`config.mk`:
```
export PLATFORM = sky130hd
export DESIGN_NAME = pkt_buf_mgr
export DESIGN_NICKNAME = d
export VERILOG_FILES = /design/src/queue_pkg.sv /design/src/buf_pkg.sv /design/src/pkt_buf_mgr.sv /design/src/slot_release.sv /design/src/port_queue.sv /design/src/slot_allocator.sv
export VERILOG_INCLUDE_DIRS = /design/src /design/src/src
export SDC_FILE = /design/constraint.sdc
export NUM_CORES = 1
export LEC_CHECK = 0
export ABC_AREA = 0
export BUFFER_PORTS_ARGS = -buffer_cell sky130_fd_sc_hd__buf_2
export CORE_UTILIZATION = 46
export CTS_CLUSTER_SIZE = 14
export DETAILED_ROUTE_END_ITERATION = 7
export HOLD_SLACK_MARGIN = 0.15
export PLACE_DENSITY = 0.58
export SLEW_MARGIN = 20
export SYNTH_ARGS = -nofsm -noshare
export SYNTH_HDL_FRONTEND = slang
export SYNTH_HIERARCHICAL = 1
export SYNTH_SLANG_ARGS = --single-unit
```
`constraint.sdc`:
```
create_clock -name clk -period 3.9 [get_ports clk]
set_input_delay 0.78 -clock clk [delete_from_list [all_inputs] [get_ports clk]]
set_output_delay 0.78 -clock clk [all_outputs]
set_load 0.01 [all_outputs]
```
`src/pkt_cfg.svh`:
```
// packet buffer manager sizes
`ifndef PKT_CFG_SVH
`define PKT_CFG_SVH

// output ports of the switch
`define NUM_PORTS 4

// priorities per port
`define NUM_PRIO 4

// descriptors per priority fifo
`define Q_DEPTH 4

// fixed size slots in the pool
`define NUM_SLOTS 16

// words per slot and max packet length
`define SLOT_WORDS 32

`endif
```
`src/queue_pkg.sv`:
```
// port, priority and queue select types
`default_nettype none
`include "pkt_cfg.svh"

package queue_pkg;
    typedef logic [$clog2(`NUM_PORTS)-1:0] port_t;     // output port number
    typedef logic [$clog2(`NUM_PRIO)-1:0]  prio_t;     // priority level
    typedef logic [`NUM_PRIO-1:0]          prio_vec_t; // one bit per priority

    // one queue select word, read either as a flat queue number
    // (port * NUM_PRIO + prio) or as its port and priority fields
    typedef union packed {
        logic [$clog2(`NUM_PORTS*`NUM_PRIO)-1:0] flat;
        struct packed {
            port_t port; // upper bits
            prio_t prio; // lower bits
        } fields;
    } qsel_u;
endpackage

`default_nettype wire

```
`src/buf_pkg.sv`:
```
// buffer slot and address types
`default_nettype none
`include "pkt_cfg.svh"

package buf_pkg;
    typedef logic [$clog2(`NUM_SLOTS)-1:0]             slot_t;     // slot index
    typedef logic [$clog2(`NUM_SLOTS*`SLOT_WORDS)-1:0] addr_t;     // word address
    typedef logic [$clog2(`SLOT_WORDS):0]              len_t;      // 1 .. SLOT_WORDS
    typedef logic [`NUM_SLOTS-1:0]                     slot_vec_t; // one bit per slot

    // first word of a slot
    function automatic addr_t slot_base(slot_t s);
        return addr_t'(s) * addr_t'(`SLOT_WORDS);
    endfunction

    // lowest set bit or 0 for an empty vector
    function automatic slot_t lowest_slot(slot_vec_t v);
        slot_t s;
        s = '0;
        for (int i = `NUM_SLOTS - 1; i >= 0; i--) begin
            if (v[i]) s = slot_t'(i);
        end
        return s;
    endfunction
endpackage

`default_nettype wire

```
`src/pkt_buf_mgr.sv`:
```
// packet buffer manager top level
`timescale 1ns/1ps
`default_nettype none
`include "pkt_cfg.svh"

module pkt_buf_mgr (
    input  wire                                   clk,
    input  wire                                   rst,
    input  wire                                   wea,
    input  wire buf_pkg::len_t                    w_size,
    input  wire queue_pkg::prio_t                 prio,
    input  wire queue_pkg::port_t                 dest_port,
    output wire buf_pkg::addr_t                   write_address,
    output wire                                   writing,
    output wire                                   wr_drop,
    input  wire [`NUM_PORTS-1:0]                  rd_req,
    input  wire queue_pkg::prio_t [`NUM_PORTS-1:0] rd_prio,
    output wire buf_pkg::addr_t [`NUM_PORTS-1:0]   rd_addr,
    output wire [`NUM_PORTS-1:0]                  reading
);
    import buf_pkg::*;
    import queue_pkg::*;

    // full flags in flat queue number order
    logic [`NUM_PORTS*`NUM_PRIO-1:0] q_full_flat;

    // enqueue bus shared by all ports
    logic [`NUM_PORTS-1:0] enq_valid;
    prio_t                 enq_prio;
    slot_t                 enq_slot;
    len_t                  enq_len;

    logic [`NUM_PORTS-1:0]  free_valid;
    slot_t [`NUM_PORTS-1:0] free_slot;
    logic                   ret_valid;
    slot_t                  ret_slot;

    slot_allocator u_alloc (
        .clk           (clk),
        .rst           (rst),
        .wea           (wea),
        .w_size        (w_size),
        .prio          (prio),
        .dest_port     (dest_port),
        .q_full        (q_full_flat),
        .ret_valid     (ret_valid),
        .ret_slot      (ret_slot),
        .write_address (write_address),
        .writing       (writing),
        .wr_drop       (wr_drop),
        .enq_valid     (enq_valid),
        .enq_prio      (enq_prio),
        .enq_slot      (enq_slot),
        .enq_len       (enq_len)
    );

    for (genvar p = 0; p < `NUM_PORTS; p++) begin : g_port
        port_queue u_queue (
            .clk        (clk),
            .rst        (rst),
            .enq_valid  (enq_valid[p]),
            .enq_prio   (enq_prio),
            .enq_slot   (enq_slot),
            .enq_len    (enq_len),
            .rd_req     (rd_req[p]),
            .rd_prio    (rd_prio[p]),
            .q_full     (q_full_flat[p*`NUM_PRIO +: `NUM_PRIO]), // port p, all prios
            .rd_addr    (rd_addr[p]),
            .reading    (reading[p]),
            .free_valid (free_valid[p]),
            .free_slot  (free_slot[p])
        );
    end

    slot_release u_release (
        .clk        (clk),
        .rst        (rst),
        .free_valid (free_valid),
        .free_slot  (free_slot),
        .ret_valid  (ret_valid),
        .ret_slot   (ret_slot)
    );

endmodule

`default_nettype wire

```
`src/slot_release.sv`:
```
// freed slot collection and return
`timescale 1ns/1ps
`default_nettype none
`include "pkt_cfg.svh"

module slot_release (
    input  wire                                 clk,
    input  wire                                 rst,
    input  wire [`NUM_PORTS-1:0]                free_valid,
    input  wire buf_pkg::slot_t [`NUM_PORTS-1:0] free_slot,
    output logic                                ret_valid,
    output buf_pkg::slot_t                      ret_slot
);
    import buf_pkg::*;

    slot_vec_t pending;    // freed, not yet returned
    slot_vec_t incoming;
    slot_vec_t drain_mask;
    slot_t     low_slot;

    // frees from several ports in one cycle all land here
    always_comb begin
        incoming = '0;
        for (int p = 0; p < `NUM_PORTS; p++) begin
            if (free_valid[p]) incoming[free_slot[p]] = 1'b1;
        end
    end

    assign low_slot = lowest_slot(pending);

    always_comb begin
        drain_mask = '0;
        if (|pending) drain_mask[low_slot] = 1'b1;
    end

    always_ff @(posedge clk) begin
        if (rst) begin
            pending   <= '0;
            ret_valid <= 1'b0;
        end else begin
            pending   <= (pending & ~drain_mask) | incoming;
            ret_valid <= |pending;                      // one slot per cycle
        end
    end

    always_ff @(posedge clk) begin
        ret_slot <= low_slot;
    end

endmodule

`default_nettype wire

```
`src/port_queue.sv`:
```
// per port priority fifos and read burst
`timescale 1ns/1ps
`default_nettype none
`include "pkt_cfg.svh"

module port_queue (
    input  wire                   clk,
    input  wire                   rst,
    input  wire                   enq_valid,
    input  wire queue_pkg::prio_t enq_prio,
    input  wire buf_pkg::slot_t   enq_slot,
    input  wire buf_pkg::len_t    enq_len,
    input  wire                   rd_req,
    input  wire queue_pkg::prio_t rd_prio,
    output queue_pkg::prio_vec_t  q_full,
    output buf_pkg::addr_t        rd_addr,
    output logic                  reading,
    output logic                  free_valid,
    output buf_pkg::slot_t        free_slot
);
    import buf_pkg::*;
    import queue_pkg::*;

    localparam int PTR_W = $clog2(`Q_DEPTH);

    slot_t            slot_mem [`NUM_PRIO][`Q_DEPTH];  // descriptor slot field
    len_t             len_mem  [`NUM_PRIO][`Q_DEPTH];  // descriptor length field
    logic [PTR_W-1:0] wr_ptr   [`NUM_PRIO];
    logic [PTR_W-1:0] rd_ptr   [`NUM_PRIO];
    logic [PTR_W:0]   count    [`NUM_PRIO];           // 0 .. Q_DEPTH
    slot_t            head_slot;
    len_t             head_len;
    prio_vec_t        push;
    prio_vec_t        pop;
    logic             rd_ok;
    len_t             beats_left;

    // head of the requested priority
    assign head_slot = slot_mem[rd_prio][rd_ptr[rd_prio]];
    assign head_len  = len_mem[rd_prio][rd_ptr[rd_prio]];

    // empty queue or busy port ignores the request
    assign rd_ok = rd_req && !reading && (count[rd_prio] != '0);

    always_comb begin
        for (int p = 0; p < `NUM_PRIO; p++) begin
            push[p]   = enq_valid && (enq_prio == prio_t'(p));
            pop[p]    = rd_ok && (rd_prio == prio_t'(p));
            q_full[p] = (count[p] == (PTR_W+1)'(`Q_DEPTH));
        end
    end

    always_ff @(posedge clk) begin
        if (rst) begin
            for (int p = 0; p < `NUM_PRIO; p++) begin
                wr_ptr[p] <= '0;
                rd_ptr[p] <= '0;
                count[p]  <= '0;
            end
            reading    <= 1'b0;
            free_valid <= 1'b0;
            rd_addr    <= '0;
            beats_left <= '0;
        end else begin
            for (int p = 0; p < `NUM_PRIO; p++) begin
                if (push[p]) wr_ptr[p] <= wr_ptr[p] + PTR_W'(1);
                if (pop[p]) rd_ptr[p] <= rd_ptr[p] + PTR_W'(1);
                case ({push[p], pop[p]})
                    2'b10:   count[p] <= count[p] + (PTR_W+1)'(1);
                    2'b01:   count[p] <= count[p] - (PTR_W+1)'(1);
                    default: count[p] <= count[p];      // both or neither
                endcase
            end

            free_valid <= rd_ok;                        // slot leaves with the pop
            if (rd_ok) begin
                reading    <= 1'b1;
                rd_addr    <= slot_base(head_slot);
                beats_left <= head_len - len_t'(1);
            end else if (reading) begin
                if (beats_left == '0) begin
                    reading <= 1'b0;
                end else begin
                    rd_addr    <= rd_addr + addr_t'(1);
                    beats_left <= beats_left - len_t'(1);
                end
            end
        end
    end

    // descriptor storage
    always_ff @(posedge clk) begin
        if (enq_valid) begin
            slot_mem[enq_prio][wr_ptr[enq_prio]] <= enq_slot;
            len_mem[enq_prio][wr_ptr[enq_prio]]  <= enq_len;
        end
        if (rd_ok) free_slot <= head_slot;
    end

endmodule

`default_nettype wire

```
`src/slot_allocator.sv`:
```
// free slot pool and write address burst
`timescale 1ns/1ps
`default_nettype none
`include "pkt_cfg.svh"

module slot_allocator (
    input  wire                              clk,
    input  wire                              rst,
    input  wire                              wea,
    input  wire buf_pkg::len_t               w_size,
    input  wire queue_pkg::prio_t            prio,
    input  wire queue_pkg::port_t            dest_port,
    input  wire [`NUM_PORTS*`NUM_PRIO-1:0]   q_full,
    input  wire                              ret_valid,
    input  wire buf_pkg::slot_t              ret_slot,
    output buf_pkg::addr_t                   write_address,
    output logic                             writing,
    output logic                             wr_drop,
    output logic [`NUM_PORTS-1:0]            enq_valid,
    output queue_pkg::prio_t                 enq_prio,
    output buf_pkg::slot_t                   enq_slot,
    output buf_pkg::len_t                    enq_len
);
    import buf_pkg::*;
    import queue_pkg::*;

    slot_vec_t free_map;   // set bit = slot free
    slot_vec_t alloc_mask;
    slot_vec_t ret_mask;
    slot_t     pick_slot;  // lowest free slot
    logic      pick_found;
    qsel_u     qsel;
    logic      try_wr;
    logic      accept;
    len_t      words_left; // beats after the current one

    assign pick_slot  = lowest_slot(free_map);
    assign pick_found = |free_map;

    always_comb begin
        qsel.fields.port = dest_port;
        qsel.fields.prio = prio;
    end

    assign try_wr = wea && !writing;                              // no new packet mid burst
    assign accept = try_wr && pick_found && !q_full[qsel.flat];

    always_comb begin
        alloc_mask = '0;
        ret_mask   = '0;
        if (accept) alloc_mask[pick_slot] = 1'b1;
        if (ret_valid) ret_mask[ret_slot] = 1'b1;
    end

    always_ff @(posedge clk) begin
        if (rst) begin
            free_map      <= '1;
            writing       <= 1'b0;
            wr_drop       <= 1'b0;
            enq_valid     <= '0;
            write_address <= '0;
            words_left    <= '0;
        end else begin
            free_map  <= (free_map & ~alloc_mask) | ret_mask;
            wr_drop   <= try_wr && !accept;                       // no slot or queue full
            enq_valid <= '0;
            if (accept) begin
                writing                     <= 1'b1;
                write_address               <= slot_base(pick_slot);
                words_left                  <= w_size - len_t'(1);
                enq_valid[qsel.fields.port] <= 1'b1;              // same edge as writing
            end else if (writing) begin
                if (words_left == '0) begin
                    writing <= 1'b0;
                end else begin
                    write_address <= write_address + addr_t'(1);
                    words_left    <= words_left - len_t'(1);
                end
            end
        end
    end

    // descriptor for the target queue
    always_ff @(posedge clk) begin
        if (accept) begin
            enq_prio <= qsel.fields.prio;
            enq_slot <= pick_slot;
            enq_len  <= w_size;
        end
    end

endmodule

`default_nettype wire

```
# [Yosys cells after proc, flatten, opt, wreduce, memory -nomap -nowiden]
# Memory sizes are Yosys's and may differ from the RTL's. A register that Yosys moved wholly into a read port is not among the register bits.
# Index checks and enable logic that the tools add are counted.
[totals] ff_bits=154 ram_bits=752 wordCells=932 mem_count=20
[mem_list] memory="g_port[0].u_queue.len_mem" depth=4 word_bits=24 rd=1 rd_ports_with_merged_regs=0 wr=1 line="port_queue.sv:27" source="len_t len_mem [`NUM_PRIO][`Q_DEPTH];"
[mem_list] memory="g_port[1].u_queue.len_mem" depth=4 word_bits=24 rd=1 rd_ports_with_merged_regs=0 wr=1 line="port_queue.sv:27"
[mem_list] memory="g_port[2].u_queue.len_mem" depth=4 word_bits=24 rd=1 rd_ports_with_merged_regs=0 wr=1 line="port_queue.sv:27"
[mem_list] memory="g_port[3].u_queue.len_mem" depth=4 word_bits=24 rd=1 rd_ports_with_merged_regs=0 wr=1 line="port_queue.sv:27"
[mem_list] memory="g_port[0].u_queue.slot_mem" depth=4 word_bits=16 rd=1 rd_ports_with_merged_regs=0 wr=1 line="port_queue.sv:26" source="slot_t slot_mem [`NUM_PRIO][`Q_DEPTH];"
[mem_list] memory="g_port[1].u_queue.slot_mem" depth=4 word_bits=16 rd=1 rd_ports_with_merged_regs=0 wr=1 line="port_queue.sv:26"
[mem_list] memory="14 more memories"
[classes] add_sub_neg=79 n_lt_le_gt_ge=29 n_eq_ne=68 n_mux=480 n_bitwise=103 reduce_logical=116
[ops] op="1-bit two-way mux" n=270
[ops] op="16-bit two-way mux" n=11
[ops] op="4-bit two-way mux" n=44
[ops] op="6-bit two-way mux" n=27
[ops] op="3-bit two-way mux" n=48
[ops] op="9-bit two-way mux" n=15
[ops] op="24-bit two-way mux" n=4
[ops] op="1-bit OR" n=80
[ops] op="16-bit OR" n=5
[ops] op="2-bit two-way mux" n=36
[ops] op="2-bit by 1-bit adder with 2-bit output, second input constant" n=32
[ops] op="6-bit by 1-bit subtractor with 6-bit output, second input constant" n=10
[ops] op="1-bit logical AND" n=56
[ops] op="2-bit equality test, second input constant" n=26
[ops] op="3-bit by 1-bit adder with 3-bit output, second input constant" n=16
[ops] op="6-bit binary-select mux with 2-bit select" n=4
[ops] op="6-bit demux with 2-bit select" n=4
[ops] op="3-bit equality test, second input constant" n=16
[ops] op="3-bit by 1-bit subtractor with 3-bit output, second input constant" n=16
[ops] op="9-bit by 1-bit adder with 9-bit output, second input constant" n=5
[ops] op="2-bit OR reduction" n=22
[ops] op="2-bit by 1-bit equality test with 1-bit output, second input constant" n=21
[ops] op="4-bit by 5-bit < comparator with 1-bit output, second input constant" n=8
[ops] op="16-bit AND" n=2
[ops] op="other kinds (21)" n=97

# [Depth between registers and ports, before layout]
[logic_depth] depth_word=24 mapped_depth=15

# [Cells and area by module]
# Netlist, hierarchy kept.
[by_module_without_submodules] module="port_queue at g_port[1].u_queue ..." instances=2 cells_per_inst=548 area_each_um2=9017.4 seq_area_each_um2=6105.9
[by_module_without_submodules] module="port_queue at g_port[0].u_queue" instances=1 cells_per_inst=548 area_each_um2=9087.5 seq_area_each_um2=6105.9
[by_module_without_submodules] module="port_queue at g_port[3].u_queue" instances=1 cells_per_inst=545 area_each_um2=9031.2 seq_area_each_um2=6105.9
[by_module_without_submodules] module="slot_allocator" instances=1 cells_per_inst=244 area_each_um2=2428.6 seq_area_each_um2=1101.1
[by_module_without_submodules] module="slot_release" instances=1 cells_per_inst=210 area_each_um2=1594.0 seq_area_each_um2=420.4

# [Worst setup path after synthesis]
# No wires, ideal clock.
[synth_timing] kind="input port to flip-flop" start="input port rd_prio[2] (netlist name)" end="register g_port[1].u_queue.beats_left[4]" t_arrival_ps=3499 required_ps=3780 path_slack_ps=281 stages=13 path_cell_list="buf_6 -> mux4_2 -> or3b_1 -> buf_2 -> buf_2 -> buf_2 -> a21oi_1 -> ha_1 -> nand2_1 -> or2_2 -> o221a_2 -> o21a_1 -> a211o_1"
[synth_between] elab_chain_len=7 elab_cells_between_ends=14 cone_classes="add/sub (1); eq/ne (1); mux (4); bitwise (1); reduce/logical (4); memory (3)"
[synth_rtl] item="from (decl)" line="pkt_buf_mgr.sv:17" source="input wire queue_pkg::prio_t [`NUM_PORTS-1:0] rd_prio,"
[synth_rtl] item="memory read 4 x 2 bit"
[synth_rtl] item="2-bit NOT with 3-bit output (implied by the code)" line="port_queue.sv:40" source="assign head_len = len_mem[rd_prio][rd_ptr[rd_prio]];"
[synth_rtl] item="6-bit binary-select mux with 2-bit select" line="port_queue.sv:40"
[synth_rtl] item="6-bit two-way mux (implied by the code) (2 in a row)" line="port_queue.sv:40"
[synth_rtl] item="6-bit by 1-bit subtractor with 6-bit output" line="port_queue.sv:79" source="beats_left <= head_len - len_t'(1);"
[synth_rtl] item="6-bit two-way mux" line="port_queue.sv:76" source="if (rd_ok) begin"
[synth_rtl] item="to (signal assigned)" line="port_queue.sv:79"
[synth_rtl] item="to (signal assigned)" line="port_queue.sv:85" source="beats_left <= beats_left - len_t'(1);"
[synth_rtl] item="to (decl)" line="port_queue.sv:36" source="len_t beats_left;"
# Several ways; a longest one is shown, not always the timed one. The select of a mux whose other input is x is not followed.
# A chain may end at the register's enable or synchronous reset.

==> results.yml <==
clock_tree:
  clkSinkCount: 906
  cts-root-buf: "clkbuf_16"
  clockBufferDepth: 3
  ctsHoldBuffers: 0
  clk_latency_ns: 0.66
  ctsResizeCount: 0
  cts_made_buffers: 93
  path_clk_slew_ns: 0.06
  htreeDepth: 3
  post_cts_buffers: 0
  tritoncts: "yes"
synth:
  yosysTopAreaCell: "edfxtp_1"
  synth_edf_count: 780
  ys.flop_type: "edfxtp_1"
  syn_inst: 2643
  synthesis.area_mm2: 0.04018
  syn_nets: 2734
  synth_area_leaders: "edfxtp_1 (58%), mux4_2 (10%), dfxtp_1 (6.3%)"
  ys_ff_latch: 906
  synth_warnings: 6
  post-synth-top-count-cell: "edfxtp_1"
  synth_cell_types: 92
  ys_seq_area_share_pct: 64.58
  async_reset_ff_share_pct: 0
  synth_common_cells: "edfxtp_1 (780), nor2_1 (233), mux4_2 (179)"
  syn_area_per_cell_um2: 15.20
  yosysTopAreaCellShare_pct: 58.30
route:
  drcViolationCount: 0
  dr.pass1.iters: 5
  routedWlPerCell_um: 22.93
  routed_via_density: 5.745
  drt_wl_total_um: 93060
  drtIter0Drc: 1904
  antenna_left: 0
  vias: 23320
worst_setup_path:
  crit_slowest_cell: "mux4_1"
  cp_data_required_time_ns: 4.46
  crit_type: "reg -> reg"
  cp_max_fo: 30
  end_kind: "flip-flop"
  worstPathCellList: "inv_1 -> ha_1 -> and2_1 -> mux4_1 -> mux2i_1 -> nor2_1 -> a211o_4 -> inv_6 -> mux2i_1 -> ha_1 -> nand2_1 -> or3_1 -> a311oi_1"
  start_kind: "flip-flop"
  critPathMaxStageDelay_ns: 0.56
  arrival_ns: 4.17
min_path:
  min_path_type: "in -> reg"
timing:
  report.final.slew_viol_count: 0
  worst_slew_pin_slew_ns: 0.9932
  min_period_ns: 3.614
  clock.fmax_ghz: 0.2767
  clock_skew_ns: 0.02133
  totalNegativeSetupSlack_ns: 0
  finalHoldViolCount: 0
  rsz0062_at_grt: "no"
  setup_violations: 0
  slew_headroom_pct: 33.54
  setup_slack_ns: 0.2862
  fin_crit_sh_pct: 92.66
global_routing:
  grt_first_pass_wirelength_um: 143400
  track_usage_pct: 21.21
  antenna_found_initial: 7
  overflow: 0
  grt_max_degree: 103
  grt_pass1_vias: 23810
layout:
  area_delta_synth_final_pct: 13.73
  drive_above_1_share_pct: 21.15
  layout.nets: 2915
die:
  dieArea_mm2: 0.08852
  die_y_um: 297.5
  io_pins: 76
  rows: 108
  initial_core_util_pct: 46.38
  coreArea_mm2: 0.08662
  fp.dieW_um: 297.5
placed_design:
  post-place-ws_ns: 0.1191
  portBuffers: 75
  gp_congestion: 0.8284
  place_hpwl_um: 60620
power:
  power.total_uw: 23040
  vdd_ir_drop_max_mv: 0.3694
  p_per_area_mw_per_mm2: 504.2
  p_leak_uw: 0.01546
run:
  drv_cap: 0
outcome:
  status: "finished clean"
[routing by layer]
metal	track usage, %	vias up	part of all wire (%)
met1	28.64	11830	43
met4	8.014	0	3.3
met2	34.45	653	48
met5	0	-	0
li1	-	10670	-
met3	3.630	165	5.9
[layout make-up]
class	instances	area, µm²
antenna	1	2.502
clock buffer	109	2491
clock inverter	65	732.0
fill	7053	40930
inverter	65	252.7
multi-input combinational	1550	13340
sequential	906	25940
tap	1155	1445
timing repair buffer	208	1488
[power breakdown]
part,switching [µW],internal (µW)
Combinational,1500,989
Sequential,304,10900
Clock,3760,5570
Total,5560,17500
[worst max-delay path, delay by kind of cell (launching register included)]
| family | cells | cell delay (ns) |
|---|---|---|
| flops | 1 | 0.40 |
| mux | 3 | 0.95 |
| fa+ha+maj | 2 | 0.44 |
| compound gates | 2 | 0.61 |
| simple gates | 4 | 0.83 |
| buf+inv | 2 | 0.31 |
[flip-flops by register name, indices dropped and copies added (netlist names)]
name and count:
g_port.u_queue/reading 4, g_port.u_queue/len_mem 384, u_alloc/enq_len 6, g_port.u_queue/beats_left 24
u_release/pending 16, u_alloc/writing 1, u_alloc/write_address 9, g_port.u_queue/slot_mem 256
u_alloc/enq_prio 2, u_alloc/wr_drop 1, g_port.u_queue/free_slot 16, u_alloc/free_map 16
u_alloc/enq_valid 4, g_port.u_queue/count 48, u_alloc/enq_slot 4, g_port.u_queue/wr_ptr 32
u_alloc/words_left 6, g_port.u_queue/free_valid 4, u_release/ret_slot 4, g_port.u_queue/rd_ptr 32
u_release/ret_valid 1, g_port.u_queue/rd_addr 36
[worst paths after layout]
kind | from | endpoint | slack [ns] | depth (start not counted)
max | g_port[0].u_queue/count[3][0]$_DFFE_PP_ | u_alloc/words_left[4]$_SDFFE_PP0P_ | 0.29 | 13
max reg2reg | g_port[0].u_queue/count[3][0]$_DFFE_PP_ | u_alloc/words_left[4]$_SDFFE_PP0P_ | 0.29 | 13
min | w_size[3] | u_alloc/enq_len[3]$_DFFE_PP_ | 0.39 | 1
min reg2reg | u_release/pending[14]$_SDFF_PP0_ | u_release/pending[14]$_SDFF_PP0_ | 0.50 | 2
[cells in the final DEF, fill, tap and decap left out, types with 19 or more instances in the layout]
master / Yosys / final
nand4_1: 19 / 19
a21oi_1: 59 / 59
inv_1: 59 / 59
edfxtp_1: 780 / 780
nand3b_1: 27 / 27
buf_4: 6 / 124
clkinv_2: 1 / 23
nor3b_1: 38 / 38
a31oi_1: 20 / 20
dfxtp_1: 126 / 126
nor2_1: 233 / 233
xnor2_1: 80 / 80
nand2b_1: 61 / 61
nor2b_1: 28 / 28
ha_1: 66 / 66
clkbuf_16: 0 / 96
xor2_1: 46 / 46
nor3_1: 151 / 151
mux2i_1: 68 / 68
a211oi_1: 52 / 52
buf_2: 48 / 74
nand3_1: 24 / 24
nand2_1: 108 / 108
mux2_2: 27 / 27
mux4_2: 179 / 179
[cells by family after synthesis]
family                   Yosys count  synth area share, %
AO/OA/AOI/OAI                    277                4.955
multiplexers                     288                13.21
AND/OR/NAND/NOR                  793                10.21
flip-flops                       906                64.58
adder cells (fa/ha/maj)           66                2.055
XOR/XNOR                         126                2.747
buffers and inverters            187                2.245
[through the flow]
step	instances	cell area (µm²)	util, %	hold slack (ns)
final	4059	45690	52.75	0.3939
after global routing	4059	45690	52.75	0.3584
after CTS	4058	45690	52.75	0.3366
after detailed placement	3884	42470	49.03	0.4825
after global placement	3883	42450	49.01	0.4778
after floorplan	2643	40180	-	0.4508
No activity file was read; power rests on OpenSTA's default activity.
